[src/lsu_pkg.sv]
`default_nettype none

package lsu_pkg;

    typedef logic [31:0] word_t;   // Data or address word
    typedef logic [7:0]  byte_t;

    // Access width code, byte count minus one
    typedef logic [1:0] width_t;

    localparam width_t width_byte = 2'd0;
    localparam width_t width_half = 2'd1;
    localparam width_t width_tri  = 2'd2;
    localparam width_t width_word = 2'd3;

    // Same 32 bits seen as one bus word or as four little-endian byte lanes
    typedef union packed {
        word_t          word;
        byte_t [3:0]    lanes;     // lanes[0] is the lowest address
    } lane_word_u;

    // Access unit FSM
    typedef enum logic [2:0] {
        idle,
        rd_first,                  // Read word holding the first byte
        rd_second,                 // Read following word on a crossing access
        wr_first,
        wr_second,
        respond                    // One-cycle response to the core
    } access_state_e;

endpackage

`default_nettype wire

[src/lane_align.sv]
`timescale 1ns/1ps
`default_nettype none

module lane_align (
    input  wire lsu_pkg::word_t     low_word,
    input  wire lsu_pkg::word_t     high_word,
    input  wire [1:0]               offset,
    input  wire lsu_pkg::width_t    width,
    input  wire                     is_signed,
    input  wire lsu_pkg::word_t     store_data,
    output lsu_pkg::word_t          load_data,
    output lsu_pkg::word_t          merged_low,
    output lsu_pkg::word_t          merged_high
);

    lsu_pkg::lane_word_u low_u;
    lsu_pkg::lane_word_u high_u;
    lsu_pkg::lane_word_u store_u;
    lsu_pkg::lane_word_u raw_u;        // Bytes picked from the stream, not yet extended
    lsu_pkg::lane_word_u load_u;
    lsu_pkg::lane_word_u mlow_u;
    lsu_pkg::lane_word_u mhigh_u;

    logic [2:0] pos;                   // Position in the eight-byte stream
    logic [2:0] rel;                   // Stream position relative to the offset
    logic       sign_bit;
    logic       fill_bit;

    assign low_u.word   = low_word;
    assign high_u.word  = high_word;
    assign store_u.word = store_data;

    // Load path
    always_comb begin
        raw_u.word = '0;
        for (int i = 0; i < 4; i++) begin
            pos = {1'b0, offset} + 3'(i);
            raw_u.lanes[i] = pos[2] ? high_u.lanes[pos[1:0]] : low_u.lanes[pos[1:0]];
        end
    end

    assign sign_bit = raw_u.lanes[width][7];   // Top bit of the last valid byte
    assign fill_bit = is_signed && sign_bit;

    always_comb begin
        for (int i = 0; i < 4; i++) begin
            if (2'(i) <= width) begin
                load_u.lanes[i] = raw_u.lanes[i];
            end else begin
                load_u.lanes[i] = {8{fill_bit}};   // Zero or sign extension
            end
        end
    end

    assign load_data = load_u.word;

    // Store path, lanes outside the access keep the old memory bytes
    always_comb begin
        mlow_u  = low_u;
        mhigh_u = high_u;
        for (int i = 0; i < 4; i++) begin
            rel = 3'(i) - {1'b0, offset};
            if ((2'(i) >= offset) && (rel <= {1'b0, width})) begin
                mlow_u.lanes[i] = store_u.lanes[rel[1:0]];
            end
        end
        // High word only matters when the access runs past lane 3
        for (int i = 0; i < 4; i++) begin
            rel = 3'(i + 4) - {1'b0, offset};
            if (rel <= {1'b0, width}) begin
                mhigh_u.lanes[i] = store_u.lanes[rel[1:0]];
            end
        end
    end

    assign merged_low  = mlow_u.word;
    assign merged_high = mhigh_u.word;

endmodule

`default_nettype wire

[src/mem_access_unit.sv]
`timescale 1ns/1ps
`default_nettype none

module mem_access_unit (
    input  wire                     clk,
    input  wire                     reset_n,

    // Core side
    input  wire                     req_valid,
    input  wire                     req_write,
    input  wire                     req_signed,
    input  wire lsu_pkg::width_t    req_width,
    input  wire lsu_pkg::word_t     req_addr,
    input  wire lsu_pkg::word_t     req_wdata,
    output logic                    req_ready,
    output logic                    rsp_valid,
    output lsu_pkg::word_t          rsp_rdata,

    // Word memory side
    output logic                    mem_req_valid,
    output logic                    mem_req_write,
    output logic [29:0]             mem_req_index,
    output lsu_pkg::word_t          mem_req_wdata,
    input  wire                     mem_req_ready,
    input  wire                     mem_rsp_valid,
    input  wire lsu_pkg::word_t     mem_rsp_rdata
);

    lsu_pkg::access_state_e state;
    lsu_pkg::access_state_e state_next;

    logic            issued;           // Word transaction accepted and awaiting its response
    logic            req_accept;
    logic            mem_accept;
    logic            full_store;
    logic            crosses;
    logic [29:0]     base_index;

    // Latched request
    logic            op_write;
    logic            op_signed;
    lsu_pkg::width_t op_width;
    lsu_pkg::word_t  op_addr;
    lsu_pkg::word_t  op_wdata;

    lsu_pkg::word_t  low_word;
    lsu_pkg::word_t  high_word;
    lsu_pkg::word_t  load_data;
    lsu_pkg::word_t  merged_low;
    lsu_pkg::word_t  merged_high;

    assign req_accept = req_valid && req_ready;
    assign mem_accept = mem_req_valid && mem_req_ready;

    // Aligned word store needs no read of the old word
    assign full_store = req_write && (req_addr[1:0] == 2'd0)
                        && (req_width == lsu_pkg::width_word);

    assign crosses    = ({1'b0, op_addr[1:0]} + {1'b0, op_width}) > 3'd3;
    assign base_index = op_addr[31:2];

    lane_align i_lane_align (
        .low_word    (low_word),
        .high_word   (high_word),
        .offset      (op_addr[1:0]),
        .width       (op_width),
        .is_signed   (op_signed),
        .store_data  (op_wdata),
        .load_data   (load_data),
        .merged_low  (merged_low),
        .merged_high (merged_high)
    );

    always_comb begin
        state_next = state;
        case (state)
            lsu_pkg::idle: begin
                if (req_accept) begin
                    state_next = full_store ? lsu_pkg::wr_first : lsu_pkg::rd_first;
                end
            end
            lsu_pkg::rd_first: begin
                if (mem_rsp_valid) begin
                    if (crosses) begin
                        state_next = lsu_pkg::rd_second;
                    end else if (op_write) begin
                        state_next = lsu_pkg::wr_first;     // Sub-word store goes on to merge
                    end else begin
                        state_next = lsu_pkg::respond;
                    end
                end
            end
            lsu_pkg::rd_second: begin
                if (mem_rsp_valid) begin
                    state_next = op_write ? lsu_pkg::wr_first : lsu_pkg::respond;
                end
            end
            lsu_pkg::wr_first: begin
                if (mem_rsp_valid) begin
                    state_next = crosses ? lsu_pkg::wr_second : lsu_pkg::respond;
                end
            end
            lsu_pkg::wr_second: begin
                if (mem_rsp_valid) begin
                    state_next = lsu_pkg::respond;
                end
            end
            lsu_pkg::respond: state_next = lsu_pkg::idle;
            default:          state_next = lsu_pkg::idle;
        endcase
    end

    always_ff @(posedge clk or negedge reset_n) begin
        if (!reset_n) begin
            state  <= lsu_pkg::idle;
            issued <= 1'b0;
        end else begin
            state <= state_next;
            if (mem_accept) begin
                issued <= 1'b1;
            end else if (mem_rsp_valid) begin
                issued <= 1'b0;
            end
        end
    end

    always_ff @(posedge clk) begin
        if (req_accept) begin
            op_write  <= req_write;
            op_signed <= req_signed;
            op_width  <= req_width;
            op_addr   <= req_addr;
            op_wdata  <= req_wdata;
        end
        if (mem_rsp_valid && (state == lsu_pkg::rd_first)) begin
            low_word <= mem_rsp_rdata;
        end
        if (mem_rsp_valid && (state == lsu_pkg::rd_second)) begin
            high_word <= mem_rsp_rdata;
        end
    end

    assign req_ready = (state == lsu_pkg::idle);
    assign rsp_valid = (state == lsu_pkg::respond);
    assign rsp_rdata = (rsp_valid && !op_write) ? load_data : '0;   // Stores return zero

    assign mem_req_valid = !issued && (state inside {lsu_pkg::rd_first, lsu_pkg::rd_second,
                                                     lsu_pkg::wr_first, lsu_pkg::wr_second});
    assign mem_req_write = (state inside {lsu_pkg::wr_first, lsu_pkg::wr_second});
    assign mem_req_index = (state inside {lsu_pkg::rd_second, lsu_pkg::wr_second})
                           ? base_index + 30'd1 : base_index;
    assign mem_req_wdata = (state == lsu_pkg::wr_second) ? merged_high : merged_low;

    a_rsp_single_cycle: assert property (
        @(posedge clk) disable iff (!reset_n)
        rsp_valid |=> !rsp_valid
    );

    // Core is held off while a word transaction is outstanding
    a_busy_not_ready: assert property (
        @(posedge clk) disable iff (!reset_n)
        issued |-> !req_ready
    );

    a_req_stable: assert property (
        @(posedge clk) disable iff (!reset_n)
        (mem_req_valid && !mem_req_ready) |=>
            (mem_req_valid && $stable(mem_req_write) && $stable(mem_req_index)
             && $stable(mem_req_wdata))
    );

endmodule

`default_nettype wire

[config.mk]
export PLATFORM = sky130hd
export DESIGN_NAME = mem_access_unit
export DESIGN_NICKNAME = d
export VERILOG_FILES = /design/src/lsu_pkg.sv /design/src/lane_align.sv /design/src/mem_access_unit.sv
export SDC_FILE = /design/constraint.sdc
export NUM_CORES = 1
export LEC_CHECK = 0
export BUFFER_PORTS_ARGS = -buffer_cell sky130_fd_sc_hd__buf_4
export CORE_ASPECT_RATIO = 0.8
export CORE_MARGIN = 4
export CORE_UTILIZATION = 45
export CTS_BUF_LIST = sky130_fd_sc_hd__clkbuf_4
export DETAILED_ROUTE_END_ITERATION = 16
export GPL_TIMING_DRIVEN = 0
export PLACE_DENSITY_LB_ADDON = 0.1
export RECOVER_POWER = 25
export SLEW_MARGIN = 20
export SYNTH_ARGS = -nofsm -noshare
export SYNTH_HDL_FRONTEND = slang
export SYNTH_SLANG_ARGS = --single-unit
[constraint.sdc]
create_clock -name clk -period 4.4 [get_ports clk]
set_clock_uncertainty 0.1 [all_clocks]
set_input_delay 0.22 -clock clk [delete_from_list [all_inputs] [get_ports clk]]
set_output_delay 0.22 -clock clk [all_outputs]
set_load 0.005 [all_outputs]
Yosys cells after proc, flatten, opt, wreduce, memory -nomap -nowiden
Cells that the tools add are included.

word-level totals
  bits in registers = 136
  latch bits = 0
  RAM bits = 0
  ROM bits = 0
  output and inout port bits = 98
  logic and storage cells = 147
  memories = 0

cells by class
  $add $sub $neg = 13
  multipliers = 0
  divide/modulo/power cells = 0
  $lt $le $gt $ge = 30
  equal/unequal tests = 11
  shifts and indexed selects = 0
  multiplexer cells = 62
  bitwise logic cells = 0
  reduce and logical (&&, ||, !) cells = 22

operators by type and width
  operator                                                           number
  binary-select mux 8 bit (select 2 bit)                             16
  2-to-1 mux 8 bit                                                   31
  2-to-1 mux 32 bit                                                  2
  less-than comparator 2 x 3 -> 1 bit (second input constant)        13
  adder 30 x 1 -> 30 bit (second input constant)                     1
  2-to-1 mux 30 bit                                                  1
  <= comparator 3 x 2 -> 1 bit                                       8
  2-to-1 mux 3 bit                                                   7
  one-hot mux 3 bit (5 select lines)                                 1
  logical AND 1 bit                                                  13
  subtractor 3 x 2 -> 3 bit (first input constant)                   4
  inequality test 2 bit (second input constant)                      4
  adder 2 x 2 -> 3 bit (second input constant)                       2
  equality test 3 x 2 -> 1 bit (second input constant)               2
  equality test 3 bit (second input constant)                        2
  nonzero test 2 bit                                                 3
  subtractor 1 x 2 -> 3 bit (first input constant)                   2
  subtractor 2 x 2 -> 3 bit (first input constant)                   2
  AND reduction 5 bit                                                1
  greater-or-equal comparator 1 x 2 -> 1 bit (first input constant)  2
  greater-or-equal comparator 2 bit (first input constant)           2
  <= comparator 1 x 2 -> 1 bit (first input constant)                2
  <= comparator 2 bit (first input constant)                         2
  nonzero test 4 bit                                                 1
  other kinds (11)                                                   14

Longest topological paths before layout
  depth in word-level cells = 9
  depth in mapped cells = 16
  mapped depth without buffers = 8

Hierarchy
A second synthesis with hierarchy kept.

unflattened totals
  cells, all modules = 698
  area total of the unflattened synthesis = 8,779.7 µm²

modules (own cells, without submodules)
  module           times used  cells an instance  area an instance (µm²)
  mem_access_unit  1           397                5,535.3
  lane_align       1           301                3,244.4

Least setup slack after synthesis
OpenSTA, ideal clock, no wires.

  path kind = register to output
  start = register op_addr[0]
  end = output mem_req_wdata[22]
  data arrival time = 4,092 ps
  data required time = 4,080 ps
  setup slack = -12 ps
  cell stages (with the launch flop) = 17
  buffers on the path = 8
  cell sequence = edfxtp_1 > buf_6 > buf_2 > buf_2 > buf_2 > clkinv_1 > ha_1 > buf_2 > clkbuf_1 > buf_2 > inv_1 > ha_1 > a2bb2oi_1 > clkbuf_1 > or3_1 > a21oi_1 > a221oi_1

between the ends
  word-level cells in the longest chain between the ends = 5
  elaborated cells on any way between the ends = 13
  classes of those cells = 2 x add/sub; 3 x order compare; 7 x mux; 1 x reduce/logical

ends and longest elaborated chain
  item                                                                           RTL line                            text
  from (decl)                                                                    mem_access_unit.sv:43               lsu_pkg::word_t op_addr;
  from (signal assigned)                                                         mem_access_unit.sv:132              op_addr <= req_addr;
  subtractor 2 x 2 -> 3 bit / subtractor 3 x 2 -> 3 bit (equally long branches)  lane_align.sv:62, lane_align.sv:69
  <= comparator 3 x 2 -> 1 bit (tied with other cells)                           lane_align.sv:63                    if ((2'(i) >= offset) && (rel <= {1'b0, width})) begin
  logical AND 1 bit (tied with other cells)                                      lane_align.sv:63
  2-to-1 mux 8 bit, on equally long branches                                     lane_align.sv:63, lane_align.sv:70
  2-to-1 mux 32 bit *                                                            mem_access_unit.sv:152              assign mem_req_wdata = (state == lsu_pkg::wr_second) ? merged_high : merged_low;
  to (decl)                                                                      mem_access_unit.sv:23               output lsu_pkg::word_t mem_req_wdata,

Mark *: on every way between the ends. The rest lies on a longest branch, timed or not. The select of a mux whose other input is x is not followed.

Worst setup path after layout
  start = register op_addr[0]
  end = output rsp_rdata[24]

between the ends
  word-level cells in the longest chain between the ends = 9
  elaborated cells on any way between the ends = 25
  classes of those cells = 3 x add/sub; 21 x mux; 1 x reduce/logical

ends and longest elaborated chain
  item                                                                 RTL line                text
  adder 2 x 1 -> 3 bit / adder 2 x 2 -> 3 bit (equally long branches)  lane_align.sv:37        pos = {1'b0, offset} + 3'(i);
  binary-select mux 8 bit (select 2 bit)                               lane_align.sv:38        raw_u.lanes[i] = pos[2] ? high_u.lanes[pos[1:0]] : low_u.lanes[pos[1:0]];
  2-to-1 mux 8 bit (not written as such)                               lane_align.sv:38
  2-to-1 mux 8 bit                                                     lane_align.sv:38
  binary-select mux 8 bit (select 2 bit)                               lane_align.sv:42        assign sign_bit = raw_u.lanes[width][7];
  2-to-1 mux 8 bit (not written as such)                               lane_align.sv:42
  logical AND 1 bit                                                    lane_align.sv:43        assign fill_bit = is_signed && sign_bit;
  2-to-1 mux 8 bit *                                                   lane_align.sv:47        if (2'(i) <= width) begin
  2-to-1 mux 32 bit *                                                  mem_access_unit.sv:145  assign rsp_rdata = (rsp_valid && !op_write) ? load_data : '0;
  to (decl)                                                            mem_access_unit.sv:17   output lsu_pkg::word_t rsp_rdata,

Marked as above.

==> run_results.csv <==
group,metric,value,unit
outcome,status,"finished, final reports clean",
global_routing,first_global_vias,7475,
sta,whs,0.262,ns
sta,hold_viol_final,0,
drt,routed_via_density,5.97,
power_and_ir_drop,seq_power_share,35.4,%
global_routing,grt.total_usage,27.9,%
worst_hold_path,hold_path.class,"primary input to flop",
final_layout,fin_cells,1229,
worst_setup_path,crit_chain,"buf_8 -> buf_8 -> buf_16 -> clkinv_4 -> ha_4 -> buf_4 -> mux4_2 -> a311o_1 -> buf_6 -> o21bai_4 -> a31oi_1 -> buf_4",
global_routing,grt_max_degree,60,
final_layout,area_growth,40.9,%
yosys,synth_edf_count,132,
power_and_ir_drop,ir_worst_vdd,0.287,mV
power_and_ir_drop,swShare,38.3,%
drt,first_pass_iters,5,
floorplan,row_count,44,
sta,period_share,95.9,%
yosys,synth.avg_cell_area,13.7,sq um
flow_run,cap_violations,0,
worst_setup_path,path_buf_inv,7,
drt,drtAntennaViolNets,0,
yosys,synth_seq_cells,136,
drt,wl_per_cell,24.3,um
final_layout,finish.instance_area,0.0120,sq mm
floorplan,ios,203,
clock_tree,cts_root_buf,"clkbuf_4",
final_layout,drive_gt1_share,37.6,%
clock_tree,cts_buffer_depth,2,
power_and_ir_drop,p_leak,4.61,nW
drt,drc,0,
placed_design,place_area,0.0105,sq mm
sta,slew_viol_final,0,
sta,setup_viol,0,
worst_setup_path,cp-start-kind,"flop",
final_layout,final_cell_mix,"138 x buf_4, 132 x edfxtp_1, 106 x dlygate4sd3_1, 93 x clkbuf_4, 77 x mux4_2",
final_layout,layout_commonest_cell,"buf_4",
power_and_ir_drop,p_int,3.34,mW
floorplan,start_util,46.4,%
drt,vias,7334,
clock_tree,ctsHtreeMaxLevel,4,
sta,fmax,237,MHz
floorplan,die_width,162,um
sta,period_needed,4.22,ns
yosys,synthFlopType,"edfxtp_1",
power_and_ir_drop,p_sw,2.08,mW
drt,wl,29900,um
sta,worst_pin_slew,1.01,ns
final_layout,n_antenna_cell,0,
sta,fin_setup_tns,0,ns
global_routing,grt_pass1_wl,44400,um
clock_tree,clk_latency,0.58,ns
global_routing,overflow,0,
clock_tree,tritoncts,"done",
yosys,synthArstFlopShare,2.94,%
yosys,yosysWarnings,0,
worst_setup_path,crit_family,"buffers and inverters",
placed_design,dp_slack,-1.83,ns
drt,drt-initial-drc-count,790,
placed_design,portBuffers,202,
worst_setup_path,worstPathRequired,4.08,ns
sta,relSlewSlack,32.2,%
placed_design,placed_cells,1089,
power_and_ir_drop,pwr-share-clk,17.7,%
yosys,syn_nets,743,
sta,rsz0062_at_grt,"no",
clock_tree,clk_pin_slew_worst_paths,0.15,ns
placed_design,hpwl,21300,um
yosys,yosysSeqAreaShare,47.6,%
power_and_ir_drop,p_per_area,451,mW/mm^2
worst_setup_path,max_stage_delay,0.54,ns
global_routing,grt_antenna_before_repair,1,
floorplan,die_h,131,um
floorplan,fp.coreArea,0.0184,sq mm
placed_design,place_congestion,0.946,
worst_setup_path,cp_max_fo,10,
power_and_ir_drop,p_comb_share,46.9,%
worst_setup_path,cp.arrival,3.90,ns
yosys,syn_inst,625,
worst_setup_path,crit_path_end_kind,"output pin",
worst_setup_path,cp_slowest_cell,"mux4_2",
worst_setup_path,critPathKind,"flop to output pin",
sta,fin_ws,0.179,ns
final_layout,nNetsFinal,1081,
clock_tree,cts_buffers,17,
yosys,syn_area,0.00854,sq mm
yosys,ys_types,52,
clock_tree,cts_sinks,136,
floorplan,die-area,0.0212,sq mm
worst reg2reg max path: stages (launching register included):
cell and delay, ns:
dfrtp_1 0.40, clkbuf_1 0.36, inv_1 0.19, nor3_2 0.66, buf_4 0.33, buf_4 0.22
power groups by stage:
stage / registers (mW) / clock network, mW / logic (mW)
after floorplan: 1.86 / 0 / 1.37
after global placement: 1.96 / 0 / 2.25
after detailed placement: 1.94 / 0 / 2.33
after CTS: 1.90 / 0.978 / 2.50
after global routing: 1.94 / 1.04 / 2.71
final: 1.92 / 0.958 / 2.54
kinds of logic (layout without fill, tap and decap cells):
group	after synthesis	after routing	synth area share (%)
adders and majority gates	13	13	1.99
and+or+nand+nor	141	141	8.37
buffers and inverters	52	403	2.73
xor gates and xnor gates	30	30	3.08
AOI/OAI and AO/OA	119	119	8.71
DFF	136	136	47.6
muxes	134	134	27.5
synthesized netlist by cell type (all sizes together) (2+ instances only):
library cell	n	area share (%)
o311a	8	0.94
o21ai	37	2.2
nor3b	2	0.18
ha	12	1.8
nor2	21	0.92
inv	7	0.31
clkbuf	23	1.0
nand2	48	2.1
a31oi	8	0.59
a21oi	36	2.1
and4	3	0.31
or2	2	0.15
buf	21	1.4
nand2b	12	0.88
and3	3	0.22
mux2i	46	5.4
or3	9	0.66
edfxtp	132	46
mux4	79	21
o22ai	9	0.66
nand4	6	0.44
o21a	2	0.18
a221oi	9	0.92
mux2	9	1.2
dfrtp	4	1.2
nand3	11	0.64
nor3	7	0.47
nor2b	11	0.81
and2	3	0.22
xor2	9	0.92
o31ai	2	0.23
xnor2	21	2.2
metrics by stage:
stage	power, mW	util, %
floorplan	3.23	-
global placement	4.20	56.4
detailed placement	4.27	57.0
CTS	5.38	65.4
global route	5.69	65.4
finish	5.42	65.4
final cells by class:
class,instances,area [sq um]
clock buffers,17,128
fillers,1438,6360
repair buffers,325,2700
multi-input cells,437,4320
clock inverters,15,205
inverters,8,35.0
plain buffers,38,264
flip-flops and latches,136,4060
well taps,253,317
per-layer routing:
metal / wire length (um) / GRT usage [%] / up-vias
li1: - / - / 3203
met1: 11800 / 37.8 / 3609
met2: 13900 / 42.9 / 477
met3: 3670 / 10.6 / 43
met4: 541 / 7.14 / 2
met5: 13 / 0 / -
final timing paths:
| path | startpoint | to | slack, ns | depth (start not counted) |
|---|---|---|---|---|
| worst max-delay path | op_addr[0]$_DFFE_PP_ | rsp_rdata[24] | 0.18 | 12 |
| worst min-delay path | req_wdata[18] | op_wdata[18]$_DFFE_PP_ | 0.26 | 2 |
| worst max register to register | state[0]$_DFFE_PN0P_ | low_word[2]$_DFFE_PP_ | 1.83 | 5 |
| worst min register to register | op_write$_DFFE_PP_ | state[2]$_DFFE_PN0P_ | 0.63 | 3 |
| max in group asynchronous | reset_n | state[1]$_DFFE_PN0P_ | 3.54 | 3 |
| min in group asynchronous | reset_n | issued$_DFFE_PN0P_ | 0.46 | 3 |
state kept, by name (all words and copies together), names as in the netlist, 2 cells and up:
signal / count
high_word: 32
state: 3
op_addr: 32
op_wdata: 32
op_width: 2
low_word: 32
repair_timing:
action / CTS / global route
setup endpoints to repair: 56 / 9
hold buffers: 106 / 0
buffers inserted: 5 / 3
gates resized for setup: 32 / 4
endpoints found under the hold margin: 149 / 0
pin swaps: 0 / 1
No activity file was read; power rests on OpenSTA's default activity.
